[config.mk]
export PLATFORM = sky130hd
export DESIGN_NAME = conv_layer
export DESIGN_NICKNAME = d
export VERILOG_FILES = /design/src/verilog/conv_pkg.sv /design/src/verilog/conv_ctrl.sv /design/src/verilog/conv_layer.sv /design/src/verilog/conv_mac.sv /design/src/verilog/kernel_store.sv /design/src/verilog/window_buffer.sv
export SDC_FILE = /design/constraint.sdc
export NUM_CORES = 2
export LEC_CHECK = 0
export ABC_CLOCK_PERIOD_IN_PS = 11100
export BUFFER_PORTS_ARGS = -buffer_cell sky130_fd_sc_hd__buf_2
export CAP_MARGIN = 20
export CORE_MARGIN = 1
export CORE_UTILIZATION = 60
export CTS_BUF_LIST = sky130_fd_sc_hd__clkbuf_8
export CTS_CLUSTER_SIZE = 12
export DETAILED_ROUTE_END_ITERATION = 8
export PLACE_DENSITY = 0.8
export SLEW_MARGIN = 20
export SYNTH_ARGS = -nofsm -noshare
export SYNTH_HDL_FRONTEND = slang
export SYNTH_SLANG_ARGS = --single-unit
[constraint.sdc]
create_clock -name clk -period 11.1 [get_ports clk]
set_input_delay 2.22 -clock clk [delete_from_list [all_inputs] [get_ports clk]]
set_output_delay 2.22 -clock clk [all_outputs]
set_load 0.05 [all_outputs]
[src/verilog/conv_pkg.sv]
`default_nettype none

package conv_pkg;

    ////////////////////////////////////////////////////////////////////////////
    // Layer geometry
    ////////////////////////////////////////////////////////////////////////////

    localparam int IFM_SIZE    = 6;
    localparam int KERNEL_SIZE = 3;
    localparam int NUM_FILTERS = 2;
    localparam int OFM_SIZE    = IFM_SIZE - KERNEL_SIZE + 1;
    localparam int WINDOW_TAPS = KERNEL_SIZE * KERNEL_SIZE;
    localparam int LINE_DEPTH  = (KERNEL_SIZE - 1) * IFM_SIZE + KERNEL_SIZE;

    // Data widths
    localparam int PIXEL_W  = 8;
    localparam int WEIGHT_W = 8;
    localparam int ACC_W    = 20;

    ////////////////////////////////////////////////////////////////////////////
    // Data types
    ////////////////////////////////////////////////////////////////////////////

    typedef logic signed [PIXEL_W-1:0]  pixel_t;
    typedef logic signed [WEIGHT_W-1:0] weight_t;
    typedef logic signed [ACC_W-1:0]    bias_t;
    typedef logic signed [ACC_W-1:0]    acc_t;

    typedef logic [$clog2(IFM_SIZE*IFM_SIZE)-1:0]    ifm_addr_t;
    typedef logic [$clog2(OFM_SIZE*OFM_SIZE)-1:0]    ofm_addr_t;
    typedef logic [$clog2(NUM_FILTERS*WINDOW_TAPS)-1:0] wt_addr_t;  // filter * taps + tap
    typedef logic [$clog2(NUM_FILTERS)-1:0]          filter_t;

endpackage

`default_nettype wire

[src/verilog/conv_ctrl.sv]
`timescale 1ns/1ps
`default_nettype none

module conv_ctrl
(
    input  wire                 clk,
    input  wire                 reset,
    input  wire                 start_req,
    input  wire                 next_ack,
    output logic                start_ack,
    output logic                next_req,
    output logic                ready,
    output logic                ifm_rd_en,
    output conv_pkg::ifm_addr_t ifm_rd_addr,
    output logic                shift,
    output conv_pkg::filter_t   filter_sel,
    output logic                window_valid,
    output conv_pkg::ofm_addr_t ofm_wr_addr,
    output logic                ofm_bank
);
    import conv_pkg::*;

    typedef enum logic [2:0] {idle, wait_next, read, drain, ack_up} state_t;
    typedef enum logic [1:0] {ds_idle, ds_req, ds_release} ds_state_t;

    state_t    state;
    state_t    state_next;
    ds_state_t ds_state;

    logic [$clog2(IFM_SIZE)-1:0] row;
    logic [$clog2(IFM_SIZE)-1:0] col;
    logic [$clog2(IFM_SIZE)-1:0] row_d;
    logic [$clog2(IFM_SIZE)-1:0] col_d;
    logic last_addr;
    logic last_filter;
    logic valid_d;
    logic last_write;
    logic pass_done;
    logic ds_free;

    assign last_addr   = (ifm_rd_addr == ifm_addr_t'(IFM_SIZE*IFM_SIZE-1));
    assign last_filter = (filter_sel == filter_t'(NUM_FILTERS-1));
    assign last_write  = valid_d && (ofm_wr_addr == ofm_addr_t'(OFM_SIZE*OFM_SIZE-1));
    assign ds_free     = (ds_state == ds_idle) && !next_ack;

    ////////////////////////////////////////////////////////////////////////////
    // Pass sequencing
    ////////////////////////////////////////////////////////////////////////////

    always_ff @(posedge clk, posedge reset)
    begin
        if (reset)
            state <= idle;
        else
            state <= state_next;
    end

    always_comb
    begin
        state_next = state;
        case (state)
            idle:      if (start_req) state_next = ds_free ? read : wait_next;
            wait_next: if (ds_free) state_next = read;
            read:      if (last_addr) state_next = drain;
            drain:     if (pass_done) state_next = last_filter ? ack_up : wait_next;
            ack_up:    if (!start_req) state_next = idle;  // upstream released
            default:   state_next = idle;
        endcase
    end

    assign ready     = (state == idle);
    assign ifm_rd_en = (state == read);
    assign start_ack = (state == ack_up);

    // Read address with its row and column
    always_ff @(posedge clk, posedge reset)
    begin
        if (reset)
        begin
            ifm_rd_addr <= '0;
            row         <= '0;
            col         <= '0;
            filter_sel  <= '0;
        end
        else
        begin
            if (ifm_rd_en)
            begin
                ifm_rd_addr <= last_addr ? '0 : ifm_rd_addr + 1'b1;
                col         <= (col == IFM_SIZE-1) ? '0 : col + 1'b1;
                if (col == IFM_SIZE-1)
                    row <= (row == IFM_SIZE-1) ? '0 : row + 1'b1;
            end
            if (state == drain && pass_done)
                filter_sel <= last_filter ? '0 : filter_sel + 1'b1;
        end
    end

    // Row and column of the pixel arriving from memory
    always_ff @(posedge clk)
    begin
        row_d <= row;
        col_d <= col;
    end

    always_ff @(posedge clk, posedge reset)
    begin
        if (reset)
        begin
            shift        <= 1'b0;
            window_valid <= 1'b0;
            valid_d      <= 1'b0;
            ofm_wr_addr  <= '0;
            pass_done    <= 1'b0;
        end
        else
        begin
            shift        <= ifm_rd_en;
            window_valid <= shift && (row_d >= KERNEL_SIZE-1) && (col_d >= KERNEL_SIZE-1);
            valid_d      <= window_valid;  // lines up with ofm_wr_en
            pass_done    <= last_write;
            if (valid_d)
                ofm_wr_addr <= ofm_wr_addr + 1'b1;
        end
    end

    ////////////////////////////////////////////////////////////////////////////
    // Downstream handshake and bank select
    ////////////////////////////////////////////////////////////////////////////

    always_ff @(posedge clk, posedge reset)
    begin
        if (reset)
        begin
            ds_state <= ds_idle;
            ofm_bank <= 1'b0;
        end
        else
        begin
            case (ds_state)
                ds_idle:    if (last_write) ds_state <= ds_req;
                ds_req:     if (next_ack) ds_state <= ds_release;
                ds_release: if (!next_ack) ds_state <= ds_idle;
                default:    ds_state <= ds_idle;
            endcase
            if (last_write)
                ofm_bank <= ~ofm_bank;
        end
    end

    assign next_req = (ds_state == ds_req);

    addr_in_range: assert property (@(posedge clk) disable iff (reset)
        ifm_rd_en |-> ifm_rd_addr < IFM_SIZE*IFM_SIZE);

    ack_needs_req: assert property (@(posedge clk) disable iff (reset)
        $rose(start_ack) |-> start_req);

    // A pass never starts into a busy consumer
    pass_after_release: assert property (@(posedge clk) disable iff (reset)
        $rose(ifm_rd_en) |-> !(next_req && !next_ack));

endmodule

`default_nettype wire

[src/verilog/conv_layer.sv]
`timescale 1ns/1ps
`default_nettype none

module conv_layer
(
    input  wire                      clk,
    input  wire                      reset,
    // Input map memory
    output wire                      ifm_rd_en,
    output wire conv_pkg::ifm_addr_t ifm_rd_addr,
    input  wire conv_pkg::pixel_t    ifm_rd_data,
    // Weight and bias load
    input  wire                      wt_wr_en,
    input  wire conv_pkg::wt_addr_t  wt_wr_addr,
    input  wire conv_pkg::weight_t   wt_wr_data,
    input  wire                      bias_wr_en,
    input  wire conv_pkg::filter_t   bias_wr_addr,
    input  wire conv_pkg::bias_t     bias_wr_data,
    // Output banks
    output wire                      ofm_wr_en,
    output wire conv_pkg::ofm_addr_t ofm_wr_addr,
    output wire conv_pkg::acc_t      ofm_wr_data,
    output wire                      ofm_bank,
    // Handshakes and status
    input  wire                      start_req,
    output wire                      start_ack,
    output wire                      next_req,
    input  wire                      next_ack,
    output wire                      ready
);
    import conv_pkg::*;

    logic                      shift;
    logic                      window_valid;
    filter_t                   filter_sel;
    pixel_t [WINDOW_TAPS-1:0]  window;
    weight_t [WINDOW_TAPS-1:0] kernel;
    bias_t                     bias;

    conv_ctrl u_ctrl (
        .clk(clk), .reset(reset),
        .start_req(start_req), .next_ack(next_ack),
        .start_ack(start_ack), .next_req(next_req), .ready(ready),
        .ifm_rd_en(ifm_rd_en), .ifm_rd_addr(ifm_rd_addr), .shift(shift),
        .filter_sel(filter_sel), .window_valid(window_valid),
        .ofm_wr_addr(ofm_wr_addr), .ofm_bank(ofm_bank)
    );

    window_buffer u_window (
        .clk(clk), .reset(reset),
        .pixel_in(ifm_rd_data), .shift(shift), .window(window)
    );

    kernel_store u_kernel (
        .clk(clk), .reset(reset),
        .wt_wr_en(wt_wr_en), .wt_wr_addr(wt_wr_addr), .wt_wr_data(wt_wr_data),
        .bias_wr_en(bias_wr_en), .bias_wr_addr(bias_wr_addr), .bias_wr_data(bias_wr_data),
        .filter_sel(filter_sel), .kernel(kernel), .bias(bias)
    );

    conv_mac u_mac (
        .clk(clk), .reset(reset),
        .window(window), .kernel(kernel), .bias(bias), .window_valid(window_valid),
        .ofm_wr_en(ofm_wr_en), .ofm_wr_data(ofm_wr_data)
    );

endmodule

`default_nettype wire

[src/verilog/conv_mac.sv]
`timescale 1ns/1ps
`default_nettype none

module conv_mac
(
    input  wire                                                 clk,
    input  wire                                                 reset,
    input  wire conv_pkg::pixel_t [conv_pkg::WINDOW_TAPS-1:0]   window,
    input  wire conv_pkg::weight_t [conv_pkg::WINDOW_TAPS-1:0]  kernel,
    input  wire conv_pkg::bias_t                                bias,
    input  wire                                                 window_valid,
    output logic                                                ofm_wr_en,
    output conv_pkg::acc_t                                      ofm_wr_data
);
    import conv_pkg::*;

    acc_t sum;

    // Nine products plus bias, sign extended to the sum width
    always_comb
    begin
        sum = bias;
        for (int k = 0; k < WINDOW_TAPS; k++)
            sum = sum + acc_t'(window[k]) * acc_t'(kernel[k]);
    end

    always_ff @(posedge clk, posedge reset)
    begin
        if (reset)
            ofm_wr_en <= 1'b0;
        else
            ofm_wr_en <= window_valid;  // one write per valid window
    end

    always_ff @(posedge clk)
    begin
        if (window_valid)
            ofm_wr_data <= sum;
    end

    write_data_known: assert property (@(posedge clk) disable iff (reset)
        ofm_wr_en |-> !$isunknown(ofm_wr_data));

endmodule

`default_nettype wire

[src/verilog/kernel_store.sv]
`timescale 1ns/1ps
`default_nettype none

module kernel_store
(
    input  wire                                            clk,
    input  wire                                            reset,
    input  wire                                            wt_wr_en,
    input  wire conv_pkg::wt_addr_t                        wt_wr_addr,
    input  wire conv_pkg::weight_t                         wt_wr_data,
    input  wire                                            bias_wr_en,
    input  wire conv_pkg::filter_t                         bias_wr_addr,
    input  wire conv_pkg::bias_t                           bias_wr_data,
    input  wire conv_pkg::filter_t                         filter_sel,
    output conv_pkg::weight_t [conv_pkg::WINDOW_TAPS-1:0]  kernel,
    output conv_pkg::bias_t                                bias
);
    import conv_pkg::*;

    weight_t weights [NUM_FILTERS*WINDOW_TAPS];
    bias_t   biases  [NUM_FILTERS];

    always_ff @(posedge clk, posedge reset)
    begin
        if (reset)
        begin
            for (int i = 0; i < NUM_FILTERS*WINDOW_TAPS; i++)
                weights[i] <= '0;
            for (int f = 0; f < NUM_FILTERS; f++)
                biases[f] <= '0;
        end
        else
        begin
            for (int i = 0; i < NUM_FILTERS*WINDOW_TAPS; i++)
                if (wt_wr_en && wt_wr_addr == wt_addr_t'(i))
                    weights[i] <= wt_wr_data;
            for (int f = 0; f < NUM_FILTERS; f++)
                if (bias_wr_en && bias_wr_addr == filter_t'(f))
                    biases[f] <= bias_wr_data;
        end
    end

    always_comb
    begin
        for (int k = 0; k < WINDOW_TAPS; k++)
            kernel[k] = weights[int'(filter_sel)*WINDOW_TAPS + k];
        bias = biases[filter_sel];  // current filter
    end

    // Loading only happens while the layer is idle
    no_load_on_switch: assert property (@(posedge clk) disable iff (reset)
        (wt_wr_en || bias_wr_en) |-> $stable(filter_sel));

endmodule

`default_nettype wire

[src/verilog/window_buffer.sv]
`timescale 1ns/1ps
`default_nettype none

module window_buffer
(
    input  wire                                           clk,
    input  wire                                           reset,
    input  wire conv_pkg::pixel_t                         pixel_in,
    input  wire                                           shift,
    output conv_pkg::pixel_t [conv_pkg::WINDOW_TAPS-1:0]  window
);
    import conv_pkg::*;

    // Index 0 holds the newest pixel
    pixel_t [LINE_DEPTH-1:0] line;

    always_ff @(posedge clk, posedge reset)
    begin
        if (reset)
            line <= '0;
        else if (shift)
            line <= {line[LINE_DEPTH-2:0], pixel_in};
    end

    ////////////////////////////////////////////////////////////////////////////
    // Window taps
    ////////////////////////////////////////////////////////////////////////////

    // Tap ky*K+kx is row ky, column kx of the window, top left first.
    // The newest pixel sits at the bottom right, so the oldest stage in
    // the line is the top left tap.
    for (genvar ky = 0; ky < KERNEL_SIZE; ky++)
    begin : g_row
        for (genvar kx = 0; kx < KERNEL_SIZE; kx++)
        begin : g_col
            assign window[ky*KERNEL_SIZE + kx] = line[LINE_DEPTH-1 - ky*IFM_SIZE - kx];
        end
    end

endmodule

`default_nettype wire
==> impl_metrics.csv <==
group,metric,value,unit
critical_path,end_kind,"flip-flop",
placed_design,placedInstanceArea,0.0419,mm²
critical_path,worst_path_max_fanout,34,
drt,wl_met2,43.7,mm
floorplan,die-area,0.0688,mm²
synth,synthesized_area,0.0406,mm²
cts,cts_inserted_buffers,68,
critical_path,timing.critical_path.mode_cell,"fa_1",
finish,fin_nets,4869,
synth,synth-async-reset-ratio,0.932,
critical_path,start_to_end_type_of_the_worst_setup_path,"flip-flop to flip-flop",
finish,layout_common_cells,"inv_1 (879), fa_1 (629), mux2_2 (362), dfrtp_1 (328), ha_1 (290)",
sta,aggregate_negative_setup_slack,0,ns
floorplan,die_height,262,µm
synth,syn-instance-count,3830,
cts,cts_resized,0,
placed_design,gpl.final_weighted_congestion,0.941,
critical_path,critPathLaunchType,"flip-flop",
sta,transition_time_at_the_pin_with_the_least_slew_margin,1.06,ns
synth,postSynth.topFlopCell,"dfrtp_1",
cts,clk_pin_slew_worst_paths,0.06,ns
synth,seq_total_area_yosys,0.221,
cts,cts_tree,"built",
floorplan,initial_core_utilization,0.606,
drt,route.layer.met1.wl,39.6,mm
cts,ctsRootBufferMaster,"clkbuf_8",
synth,avgSynthCellArea,10.6,µm²
global_routing,groute.usage.overall,0.286,
floorplan,num_rows,95,
synth,synth-seq-cells,355,
sta,unrepaired_setup_endpoints_after_global_routing,"false",
min_path,worst_hold_path_type,"flip-flop to flip-flop",
global_routing,grt_max_degree,147,
cts,ctsHoldBuffers,0,
drt,highest_layer,"met5",
min_path,worst_hold_path.num_cells,0,
sta,setup_ws,0.802,ns
min_path,worst_hold_startpoint,"u_ctrl.row[1]$_DFFE_PP0P_",
placed_design,dp_hpwl,73.1,mm
synth,ys_types,69,
global_routing,grt_antenna_before_repair,7,
job,cap_viol_max_count,0,
drt,total_drc_errors_in_the_routed_layout,0,
synth,synth_enable_flop_cells,20,
critical_path,r2r_end,"u_mac.ofm_wr_data[19]$_DFFE_PP_",
floorplan,die-width,262,µm
critical_path,timing.rr.start,"u_ctrl.filter_sel$_DFFE_PP0P_",
finish,layout.cell_area.non_filler,0.0436,mm²
drt,routed_length_on_met3,6.97,mm
cts,clk-insertion-delay-late,0.70,ns
cts,clockBufferDepth,3,
critical_path,worst_r2r_path_depth,33,
critical_path,slowest_stage,"dfrtp_4",
global_routing,grt_pass1_wl,153,mm
finish,layout-drive-gt1-share,0.161,
sta,min_period_over_period,0.928,
synth,synth_warnings,0,
drt,num_vias,26400,
finish,syn2layout_area_growth,7.24,%
sta,finClkSkew,0.0513,ns
synth,nets_in_the_synthesized_netlist,4797,
drt,drt.antenna.violating_nets,0,
finish,layout_commonest_cell,"inv_1",
drt,avgViaCountPerCell,5.47,
critical_path,cp_data_arrival_time,10.75,ns
floorplan,coreArea,0.0670,mm²
global_routing,grt_remaining_overflow,0,
cts,post_cts.repair.setup_buffers,0,
finish,layout.core_utilization,0.650,
cts,cts_sinks,355,
sta,timing.final.setup_violations,0,
sta,min_cycle_time_layout,10.30,ns
sta,max_slew_violations,0,
sta,worst_slew_margin,0.290,
status,run_status,"finished, final reports clean",
drt,post_drt_wl_per_cell,19.2,µm
drt,firstDrtPassIters,9,
sta,max_clk_rate,0.0971,GHz
critical_path,critPathMaxStageDelay,0.85,ns
finish,fillers,5152,
placed_design,pre_cts_slack,0.813,ns
drt,detailedRoute.firstIterationViolations,1763,
placed_design,buffer_ports.inserted,83,
cts,cts.htree.levels,3,
sta,hold_viol,0,
floorplan,ioPinCount,84,
critical_path,critical_path_required,11.55,ns
critical_path,rrSetupSlack,0.80,ns
drt,finalWirelength,92.7,mm
min_path,timing.hold.worst_endpoint,"u_ctrl.row_d[1]$_DFF_P_",
global_routing,first_global_vias,28600,
==> layout make-up <==
class                   instances  area (µm²)  share of cell area
well taps                     873        1090              0.0251
diodes                          6        15.0            0.000345
clock inverters                33         430             0.00988
clock buffers                  87        1200              0.0275
inverters                     872        3280              0.0752
flip-flops and latches        355        8970               0.206
repair buffers                100         568              0.0130
multi-input cells            2505       28000               0.643
==> registers in the layout, indices dropped and copies added, names as in the netlist <==
| register | count |
|---|---|
| u_kernel.biases | 40 |
| u_ctrl.row | 3 |
| u_ctrl.ds_state | 2 |
| u_ctrl.window_valid | 1 |
| u_ctrl.shift | 1 |
| u_window.window | 72 |
| u_ctrl.ofm_wr_addr | 4 |
| u_ctrl.filter_sel | 1 |
| u_kernel.weights | 144 |
| u_ctrl.row_d | 2 |
| u_ctrl.col | 3 |
| u_ctrl.col_d | 2 |
| u_mac.ofm_wr_data | 20 |
| u_ctrl.state | 3 |
| u_ctrl.pass_done | 1 |
| u_mac.ofm_wr_en | 1 |
| u_ctrl.ifm_rd_addr | 6 |
| u_window.line | 48 |
| u_ctrl.ofm_bank | 1 |
==> routing by layer <==
| layer | up-vias | GRT usage |
|---|---|---|
| met3 | 148 | 0.0558 |
| met1 | 13500 | 0.393 |
| li1 | 12000 | - |
| met2 | 777 | 0.461 |
| met4 | 4 | 0.0887 |
| met5 | - | 0 |
==> critical path, delay by kind of cell (launching register included) <==
kind                     cells  cell delay [ns]
buffers and inverters        6             0.60
XOR/XNOR                     3             0.39
flip-flops                   1             0.85
adder cells (fa/ha/maj)     11             5.15
AND/OR/NAND/NOR              1             0.19
AO/OA/AOI/OAI               11             2.14
multiplexers                 1             0.65
==> cells by family (layout without fill, tap and decap cells) <==
group	after synthesis	count (layout)	synth area share
adders and majority gates	919	919	0.399
and+or+nand+nor	777	777	0.104
muxes	407	407	0.111
xor gates and xnor gates	178	178	0.0386
other	0	6	0
AOI/OAI and AO/OA	224	224	0.0369
buffers and inverters	970	1092	0.0898
DFF	355	355	0.221
==> Yosys cell counts (all sizes together), types with 5 or more instances <==
cell    number  area share
a221oi       5      0.0011
xor2        25      0.0054
nand4       10      0.0015
and2       122       0.019
a21oi       72      0.0089
buf         57      0.0055
a31oi       10      0.0015
clkbuf      41      0.0038
a211oi       6      0.0014
nand3b       7      0.0013
nor2b      224       0.034
a21o        24      0.0045
dfrtp      331        0.20
nand3       19      0.0023
o21bai      27      0.0050
nand2      183       0.017
mux2       362        0.10
o211ai       5     0.00092
mux2i       45       0.011
inv        872       0.081
nor3        36      0.0046
ha         290       0.089
xnor2      153       0.033
nand2b      38      0.0059
fa         629        0.31
or2         44      0.0068
o21a        10      0.0019
nor2        68      0.0063
o21ai       34      0.0042
and3        14      0.0023
edfxtp      20       0.015
==> worst max path at each step <==
| stage | start | endpoint | slack, ns | cells after the start |
|---|---|---|---|---|
| after floorplan | u_ctrl.filter_sel$_DFFE_PP0P_ | u_mac.ofm_wr_data[19]$_DFFE_PP_ | 1.79 | 35 |
| after global placement | u_ctrl.filter_sel$_DFFE_PP0P_ | u_mac.ofm_wr_data[19]$_DFFE_PP_ | 0.97 | 30 |
| after detailed placement | u_ctrl.filter_sel$_DFFE_PP0P_ | u_mac.ofm_wr_data[19]$_DFFE_PP_ | 0.81 | 31 |
| after CTS | u_ctrl.filter_sel$_DFFE_PP0P_ | u_mac.ofm_wr_data[19]$_DFFE_PP_ | 0.82 | 31 |
| after global routing | u_ctrl.filter_sel$_DFFE_PP0P_ | u_mac.ofm_wr_data[19]$_DFFE_PP_ | 0.19 | 30 |
| final | u_ctrl.filter_sel$_DFFE_PP0P_ | u_mac.ofm_wr_data[19]$_DFFE_PP_ | 0.80 | 33 |
==> metrics by stage <==
step / instances / hold slack [ns]
2_1_floorplan: 3830 / 0.381
3_3_place_gp: 4705 / 0.404
3_5_place_dp: 4705 / 0.412
4_1_cts: 4825 / 0.425
5_1_grt: 4826 / 0.437
6_report: 4831 / 0.426
Power is not shown: default switching activity piles up to over one toggle a cycle in this logic, so the estimate is an artifact.
